<file path="src/source/mixerPkg.sv">
// Shared widths, constants and types for the CORDIC frequency mixer
// Samples are signed 16 bit two's complement, phase full scale is one turn
// The rotator output carries the CORDIC gain of about 1.647, no correction is applied
// The arctangent table assumes 45 degrees equals 8192 in the residual phase
package mixerPkg;

	// Width of the I and Q samples at the ports
	localparam int SampleWidth = 16;

	// Width of the rotation phase that reaches the rotator
	localparam int PhaseWidth = 16;

	// Internal stage width with two guard bits against CORDIC growth
	localparam int GuardWidth = SampleWidth + 2;

	// One micro-rotation per stage
	localparam int StageCount = 16;

	// Width of the NCO accumulator and of the tuning word
	localparam int AccWidth = 32;

	// Pre-rotation register plus one register per stage
	localparam int PipeLatency = StageCount + 1;

	// Arctangent of 2^-k, scaled so that 45 degrees equals 8192
	// The last entries round to one and zero and only matter for odd angles
	localparam logic [PhaseWidth-2:0] AtanTable [StageCount] = '{
		15'd8192, 15'd4836, 15'd2555, 15'd1297,
		15'd651,  15'd326,  15'd163,  15'd81,
		15'd41,   15'd20,   15'd10,   15'd5,
		15'd3,    15'd1,    15'd1,    15'd0
	};

	// Complex sample as seen at the mixer ports
	typedef struct packed {
		logic signed [SampleWidth-1:0] i;
		logic signed [SampleWidth-1:0] q;
	} sampleT;

	// Word passed from one CORDIC stage to the next
	// The phase here is the residual after quadrant folding
	typedef struct packed {
		logic                         valid;
		logic signed [GuardWidth-1:0] i;
		logic signed [GuardWidth-1:0] q;
		logic [PhaseWidth-2:0]        phase;
	} stageT;

	// Tuning command from the host
	typedef struct packed {
		logic [AccWidth-1:0] freqWord;
		logic                clearPhase;
	} tuneT;

	// States of the tuning handshake controller
	typedef enum logic [1:0] {
		TuneIdle,
		TuneApply,
		TuneAck
	} tuneStateT;

endpackage

</file>
<file path="src/source/cordicStage.sv">
// One registered CORDIC micro-rotation in rotation mode
// The residual phase must stay within plus or minus 90 degrees on entry to stage 0
// Shift must match the index of the arctangent constant on the atan port
// Only the valid bit is reset, the data words follow it
`timescale 1ns/100ps

module cordicStage #(
	parameter int Shift = 0
) (
	input  logic                              clk,
	input  logic                              reset,
	input  logic [mixerPkg::PhaseWidth-2:0]   atan,
	input  mixerPkg::stageT                   stageIn,
	output mixerPkg::stageT                   stageOut
);

	import mixerPkg::*;

	// Scaled cross terms of the micro-rotation
	logic signed [GuardWidth-1:0] iShift;
	logic signed [GuardWidth-1:0] qShift;

	// Arithmetic shifts keep the sign of the guarded words
	assign iShift = stageIn.i >>> Shift;
	assign qShift = stageIn.q >>> Shift;

	always_ff @(posedge clk)
	begin
		if (reset)
			stageOut.valid <= 1'b0;
		else
			stageOut.valid <= stageIn.valid;

		// A clear sign bit means the residual angle is still positive
		if (!stageIn.phase[PhaseWidth-2])
		begin
			stageOut.i     <= stageIn.i - qShift;
			stageOut.q     <= stageIn.q + iShift;
			stageOut.phase <= stageIn.phase - atan;
		end
		else
		begin
			// Negative residual, so rotate the other way and add the angle back
			stageOut.i     <= stageIn.i + qShift;
			stageOut.q     <= stageIn.q - iShift;
			stageOut.phase <= stageIn.phase + atan;
		end
	end

endmodule

</file>
<file path="src/source/cordicRotator.sv">
// Pipelined CORDIC rotator with a valid bit that follows the data
// A sample and its phase are taken on the same edge and leave 17 cycles later
// The output keeps the CORDIC gain of about 1.647 and is truncated, not rounded
// Full scale inputs near the diagonal can overflow the 16 bit output after gain
// No back-pressure, a new sample may enter on every cycle
`timescale 1ns/100ps

module cordicRotator (
	input  logic                            clk,
	input  logic                            reset,
	input  logic                            inValid,
	input  mixerPkg::sampleT                inSample,
	input  logic [mixerPkg::PhaseWidth-1:0] phase,
	output logic                            outValid,
	output mixerPkg::sampleT                outSample
);

	import mixerPkg::*;

	// Inputs widened by the two guard bits
	logic signed [GuardWidth-1:0] iExt;
	logic signed [GuardWidth-1:0] qExt;

	// Quadrant folded sample, the input of stage 0
	stageT preRot;

	// Stage chain, entry k feeds stage k and entry k+1 is its result
	stageT pipe [StageCount+1];

	// Sign extension keeps the value and leaves headroom for the gain
	assign iExt = {{(GuardWidth-SampleWidth){inSample.i[SampleWidth-1]}}, inSample.i};
	assign qExt = {{(GuardWidth-SampleWidth){inSample.q[SampleWidth-1]}}, inSample.q};

	// Quadrant pre-rotation
	// The stages only converge within about 99 degrees, so the phase is folded first
	// Phases in the second and third quadrant are moved by half a turn
	// A half turn is the same as negating both I and Q
	always_ff @(posedge clk)
	begin
		if (reset)
			preRot.valid <= 1'b0;
		else
			preRot.valid <= inValid;

		// Dropping the top bit leaves a signed residual of plus or minus 90 degrees
		// After the fold this residual is exactly the angle still to be rotated
		preRot.phase <= phase[PhaseWidth-2:0];

		case (phase[PhaseWidth-1 -: 2])
			2'b01,
			2'b10:
			begin
				preRot.i <= -iExt;
				preRot.q <= -qExt;
			end
			default:
			begin
				preRot.i <= iExt;
				preRot.q <= qExt;
			end
		endcase
	end

	assign pipe[0] = preRot;

	// Sixteen micro-rotations, each one shift deeper with a smaller angle
	for (genvar k = 0; k < StageCount; k++)
	begin : gStage
		cordicStage #(
			.Shift(k)
		) uStage (
			.clk     (clk),
			.reset   (reset),
			.atan    (AtanTable[k]),
			.stageIn (pipe[k]),
			.stageOut(pipe[k+1])
		);
	end

	// The last stage is presented directly without an extra register
	assign outValid = pipe[StageCount].valid;

	// Drop the top guard bit and the LSB
	// This halves the gain to about 0.82 of the input scale
	assign outSample.i = pipe[StageCount].i[SampleWidth:1];
	assign outSample.q = pipe[StageCount].q[SampleWidth:1];

	// The residual phase of the last stage is only a convergence error
	// It is left unused at the output

endmodule

</file>
<file path="src/source/phaseAccumulator.sv">
// NCO phase accumulator for the mixer
// The phase advances by the tuning word once per valid sample, not once per cycle
// A sample always sees the phase held before its own edge
// A load wins over an advance on the same edge, and then no add takes place
`timescale 1ns/100ps

module phaseAccumulator (
	input  logic                            clk,
	input  logic                            reset,
	input  logic                            advance,
	input  logic                            load,
	input  mixerPkg::tuneT                  loadValue,
	output logic [mixerPkg::PhaseWidth-1:0] phase
);

	import mixerPkg::*;

	// Tuning word currently in use
	logic [AccWidth-1:0] freqWord;

	// Phase register, one full turn wraps through zero
	logic [AccWidth-1:0] phaseAcc;

	always_ff @(posedge clk)
	begin
		if (reset)
		begin
			freqWord <= '0;
			phaseAcc <= '0;
		end
		else if (load)
		begin
			// New word from the controller
			freqWord <= loadValue.freqWord;

			// Optional restart at zero phase, otherwise the phase is kept
			if (loadValue.clearPhase)
				phaseAcc <= '0;
		end
		else if (advance)
		begin
			// Modulo add gives the wraparound for free
			phaseAcc <= phaseAcc + freqWord;
		end
	end

	// Only the upper bits drive the rotator
	// The lower bits keep the fractional frequency resolution
	assign phase = phaseAcc[AccWidth-1 -: PhaseWidth];

endmodule

</file>
<file path="src/source/tuneControl.sv">
// Tuning controller for the four-phase req/ack handshake
// The host must hold tune stable while tuneReq is high
// The host may only raise tuneReq while tuneAck is low
// tuneAck rises two cycles after tuneReq is seen in idle
// and falls one cycle after tuneReq is seen low
// load is a single cycle pulse that goes with the captured tuning word
`timescale 1ns/100ps

module tuneControl (
	input  logic           clk,
	input  logic           reset,
	input  logic           tuneReq,
	input  mixerPkg::tuneT tune,
	output logic           tuneAck,
	output logic           load,
	output mixerPkg::tuneT loadValue
);

	import mixerPkg::*;

	// Current and next controller state
	tuneStateT state;
	tuneStateT stateNext;

	// Next value of the registered acknowledge
	logic ackNext;

	// Tuning word latched when the request is accepted
	tuneT tuneHold;

	// Next state and acknowledge logic
	always_comb
	begin
		stateNext = state;
		ackNext   = tuneAck;

		case (state)
			TuneIdle:
			begin
				// Wait for a new request from the host
				if (tuneReq)
					stateNext = TuneApply;
			end
			TuneApply:
			begin
				// The word reaches the accumulator on this edge, then acknowledge
				stateNext = TuneAck;
				ackNext   = 1'b1;
			end
			TuneAck:
			begin
				// Hold the acknowledge until the host releases the request
				if (!tuneReq)
				begin
					stateNext = TuneIdle;
					ackNext   = 1'b0;
				end
			end
			default:
			begin
				stateNext = TuneIdle;
				ackNext   = 1'b0;
			end
		endcase
	end

	always_ff @(posedge clk)
	begin
		if (reset)
		begin
			state   <= TuneIdle;
			tuneAck <= 1'b0;
		end
		else
		begin
			state   <= stateNext;
			tuneAck <= ackNext;
		end
	end

	// Capture the command in idle so the accumulator sees a settled word
	always_ff @(posedge clk)
	begin
		if (state == TuneIdle && tuneReq)
			tuneHold <= tune;
	end

	// One load per request, issued in the apply state
	assign load      = (state == TuneApply);
	assign loadValue = tuneHold;

endmodule

</file>
<file path="src/source/mixerTop.sv">
// Top level of the CORDIC frequency mixer
// Each valid input sample is rotated by the current NCO phase
// There is no back-pressure, outputs follow inputs by 17 cycles
// The NCO only advances on valid samples, so gaps do not move the phase
// Retuning goes through the four-phase handshake on tuneReq and tuneAck
`timescale 1ns/100ps

module mixerTop (
	input  logic             clk,
	input  logic             reset,
	input  logic             inValid,
	input  mixerPkg::sampleT inSample,
	output logic             outValid,
	output mixerPkg::sampleT outSample,
	input  logic             tuneReq,
	input  mixerPkg::tuneT   tune,
	output logic             tuneAck
);

	import mixerPkg::*;

	// Load pulse and tuning word from the controller to the NCO
	logic load;
	tuneT loadValue;

	// Current NCO phase, sampled by the rotator together with the input
	logic [PhaseWidth-1:0] phase;

	tuneControl uControl (
		.clk      (clk),
		.reset    (reset),
		.tuneReq  (tuneReq),
		.tune     (tune),
		.tuneAck  (tuneAck),
		.load     (load),
		.loadValue(loadValue)
	);

	// The NCO steps with the sample stream
	phaseAccumulator uAccumulator (
		.clk      (clk),
		.reset    (reset),
		.advance  (inValid),
		.load     (load),
		.loadValue(loadValue),
		.phase    (phase)
	);

	cordicRotator uRotator (
		.clk      (clk),
		.reset    (reset),
		.inValid  (inValid),
		.inSample (inSample),
		.phase    (phase),
		.outValid (outValid),
		.outSample(outSample)
	);

endmodule

</file>
<file path="config.mk">
export PLATFORM = sky130hd
export DESIGN_NAME = mixerTop
export DESIGN_NICKNAME = d
export VERILOG_FILES = /design/src/source/mixerPkg.sv /design/src/source/cordicStage.sv /design/src/source/cordicRotator.sv /design/src/source/phaseAccumulator.sv /design/src/source/tuneControl.sv /design/src/source/mixerTop.sv
export SDC_FILE = /design/constraint.sdc
export NUM_CORES = 2
export LEC_CHECK = 0
export BUFFER_PORTS_ARGS = -buffer_cell sky130_fd_sc_hd__buf_2
export CORE_MARGIN = 1.5
export CORE_UTILIZATION = 30
export CTS_CLUSTER_DIAMETER = 100
export DETAILED_ROUTE_END_ITERATION = 8
export HOLD_SLACK_MARGIN = 0.12
export PLACE_DENSITY = 0.48
export SYNTH_ARGS = -nofsm -noshare
export SYNTH_HDL_FRONTEND = slang
export SYNTH_SLANG_ARGS = --single-unit
</file>
<file path="constraint.sdc">
create_clock -name clk -period 5.14 [get_ports clk]
set_input_delay 1.028 -clock clk [delete_from_list [all_inputs] [get_ports clk]]
set_output_delay 1.028 -clock clk [all_outputs]
set_load 0.01 [all_outputs]
</file>
==> results.sh <==
export IMPL_postCtsSetupRepairBufs=0
export IMPL_hpwl_mm=124
export IMPL_fin_crit_sh_pct=74.9
export IMPL_cts_resized=0
export IMPL_fin_crit_ns=3.85
export IMPL_finalHoldViolations=0
export IMPL_grt_pass1_vias=47621
export IMPL_globalplace_congestion=0.844
export IMPL_dieWidth_um=457
export IMPL_die_area_um2=209000
export IMPL_numCtsBuffers=114
export IMPL_yosysWarnings=0
export IMPL_grt_max_degree=55
export IMPL_viasPerCell=4.84
export IMPL_synthArstFlopShare_pct=0
export IMPL_max_cap_violations=0
export IMPL_avgSynthCellArea_um2=8.80
export IMPL_setup_viol=0
export IMPL_crit_type="register to register"
export IMPL_tightestPinTransition_ns=1.19
export IMPL_critPathRequiredTime_ns=5.78
export IMPL_max_slew_margin_pct=19.7
export IMPL_hold_path_class="register to register"
export IMPL_setup_tns_ns=0
export IMPL_skew_ns=0.0586
export IMPL_num_nets_final=8099
export IMPL_crit_arrival_ns=4.49
export IMPL_syn_area_um2=61800
export IMPL_path_clk_slew_ns=0.06
export IMPL_ios=103
export IMPL_grt_usage_pct=14.4
export IMPL_fillers=21073
export IMPL_placed_cell_area_um2=65400
export IMPL_wl_met1_mm=66.6
export IMPL_ant_nets=0
export IMPL_top_layer="met4"
export IMPL_synth_edf_count=33
export IMPL_end_kind="register"
export IMPL_final_layout_size_suffix_gt1_share_pct=5.61
export IMPL_synth_top_area_share_pct=29.7
export IMPL_start_util_pct=30.2
export IMPL_max_freq_mhz=260
export IMPL_coreArea_um2=205000
export IMPL_rsz0062_at_grt="no"
export IMPL_clock_sinks=949
export IMPL_drtIter0Drc=2200
export IMPL_antenna_found_initial=2
export IMPL_cts_max_level=3
export IMPL_port_buffers=102
export IMPL_rrSetupSlack_ns=1.29
export IMPL_clk_path_buf_depth=3
export IMPL_via_count=48123
export IMPL_wl_met2_mm=78.5
export IMPL_synth_seq_area_share_pct=31.3
export IMPL_drv_slew=0
export IMPL_synth_ff_type="dfxtp_1"
export IMPL_rows=166
export IMPL_root_buffer="clkbuf_16"
export IMPL_insertion_delay_ns=0.76
export IMPL_cts_tree="done"
export IMPL_critPathMaxFanout=18
export IMPL_status="complete, no violations"
export IMPL_startpoint_type="register"
export IMPL_hold_buffers=0
export IMPL_drc=0
export IMPL_syn_inst=7021
export IMPL_avgRoutedWirePerCell_um=15.4
export IMPL_met3_length_mm=3.76
export IMPL_fp_dieH_um=457
export IMPL_ys_top_cells_by_area="dfxtp_1 30%, ha_1 17%, xnor2_1 9.1%"
export IMPL_yosysTopAreaCell="dfxtp_1"
export IMPL_ys_top_cells_by_count="916 x dfxtp_1, 833 x ha_1, 685 x a21oi_1, 639 x xnor2_1, 596 x nor2_1"
export IMPL_wl_mm=153
export IMPL_dr_pass1_iters=7
export IMPL_grt_ovfl_total=0
export IMPL_synth_most_common_cell="dfxtp_1"
export IMPL_syn_nets=7970
export IMPL_area_delta_synth_final_pct=12.6
export IMPL_synthDistinctLibCells=91
export IMPL_finalInstanceArea_um2=69500
export IMPL_synth_seq_cells=949
export IMPL_grt_pass1_wl_mm=249
## flip-flops by register name, summed over array words and instances, names as in the netlist
signal                           cells
uRotator.gStage.uStage.stageOut    797
uRotator.pipe                       52
uControl.loadValue                  33
uAccumulator.freqWord               32
uAccumulator.phaseAcc               32
uControl.state                       2
uControl.tuneAck                     1
## placed cells by master (no fill, tap or decap), drive strengths merged, types with 131 or more instances in the layout
cell / instances
ha: 833
dfxtp: 916
nand2: 364
inv: 465
o21ai: 323
a21oi: 685
buf: 131
nor3: 193
nor2: 596
xnor2: 639
a21o: 210
xor2: 279
o21bai: 133
clkbuf: 164
## area by class of cell
type | instances | area (um2) | share of cell area [%]
Sequential cell | 949 | 19300 | 27.8
Clock inverter | 52 | 744 | 1.07
Clock buffer | 164 | 3350 | 4.82
Timing Repair Buffer | 131 | 728 | 1.05
Multi-Input combinational cell | 5488 | 40300 | 57.9
Antenna cell | 1 | 2.50 | 0.00360
Tap cell | 2688 | 3360 | 4.84
Inverter | 466 | 1760 | 2.52
## worst paths after layout
check             depth (start not counted)                                              to                                           start
hold / removal                            0   uRotator.gStage[1].uStage.stageOut[1]$_DFF_P_   uRotator.gStage[0].uStage.stageOut[1]$_DFF_P_
setup / recovery                         13  uRotator.gStage[7].uStage.stageOut[50]$_DFF_P_  uRotator.gStage[6].uStage.stageOut[14]$_DFF_P_
setup reg to reg                         13  uRotator.gStage[7].uStage.stageOut[50]$_DFF_P_  uRotator.gStage[6].uStage.stageOut[14]$_DFF_P_
hold reg to reg                           0   uRotator.gStage[1].uStage.stageOut[1]$_DFF_P_   uRotator.gStage[0].uStage.stageOut[1]$_DFF_P_
## layer usage
| layer | GRT usage (%) | vias up |
|---|---|---|
| met1 | 16.9 | 22183 |
| li1 | - | 25133 |
| met3 | 1.64 | 226 |
| met5 | 0 | - |
| met2 | 27.1 | 581 |
| met4 | 4.68 | 0 |
## critical path, stage by stage (launching register included)
cell and delay [ns]:
dfxtp_1 0.78, buf_4 0.30, a21oi_1 0.07, xor2_1 0.14, ha_1 0.35, and2_4 0.19, and3_4 0.17, a32oi_2 0.17
nand2_1 0.09, o221a_1 0.25, a41o_1 0.27, or4_1 0.44, a2111o_1 0.41, o211ai_2 0.08
## metrics by stage
stage	setup WS, ns	utilization (%)	hold WS [ns]	cells
2_1_floorplan	1.55	-	0.310	7021
3_3_place_gp	1.39	32.0	0.312	9722
3_5_place_dp	1.32	32.0	0.312	9722
4_1_cts	1.24	34.0	0.299	9938
5_1_grt	0.996	34.0	0.330	9938
6_report	1.29	34.0	0.322	9939
## cells by family after synthesis
| group | count (synthesis) | share of synthesized area, % |
|---|---|---|
| mux | 55 | 0.940 |
| fa+ha+maj | 880 | 18.4 |
| flops | 949 | 31.3 |
| simple gates | 1764 | 13.6 |
| buf+inv | 584 | 3.56 |
| xor+xnor | 919 | 13.1 |
| compound gates | 1870 | 19.1 |
Power is not shown: default switching activity piles up to over one toggle a cycle in this logic, so the estimate is an artifact.
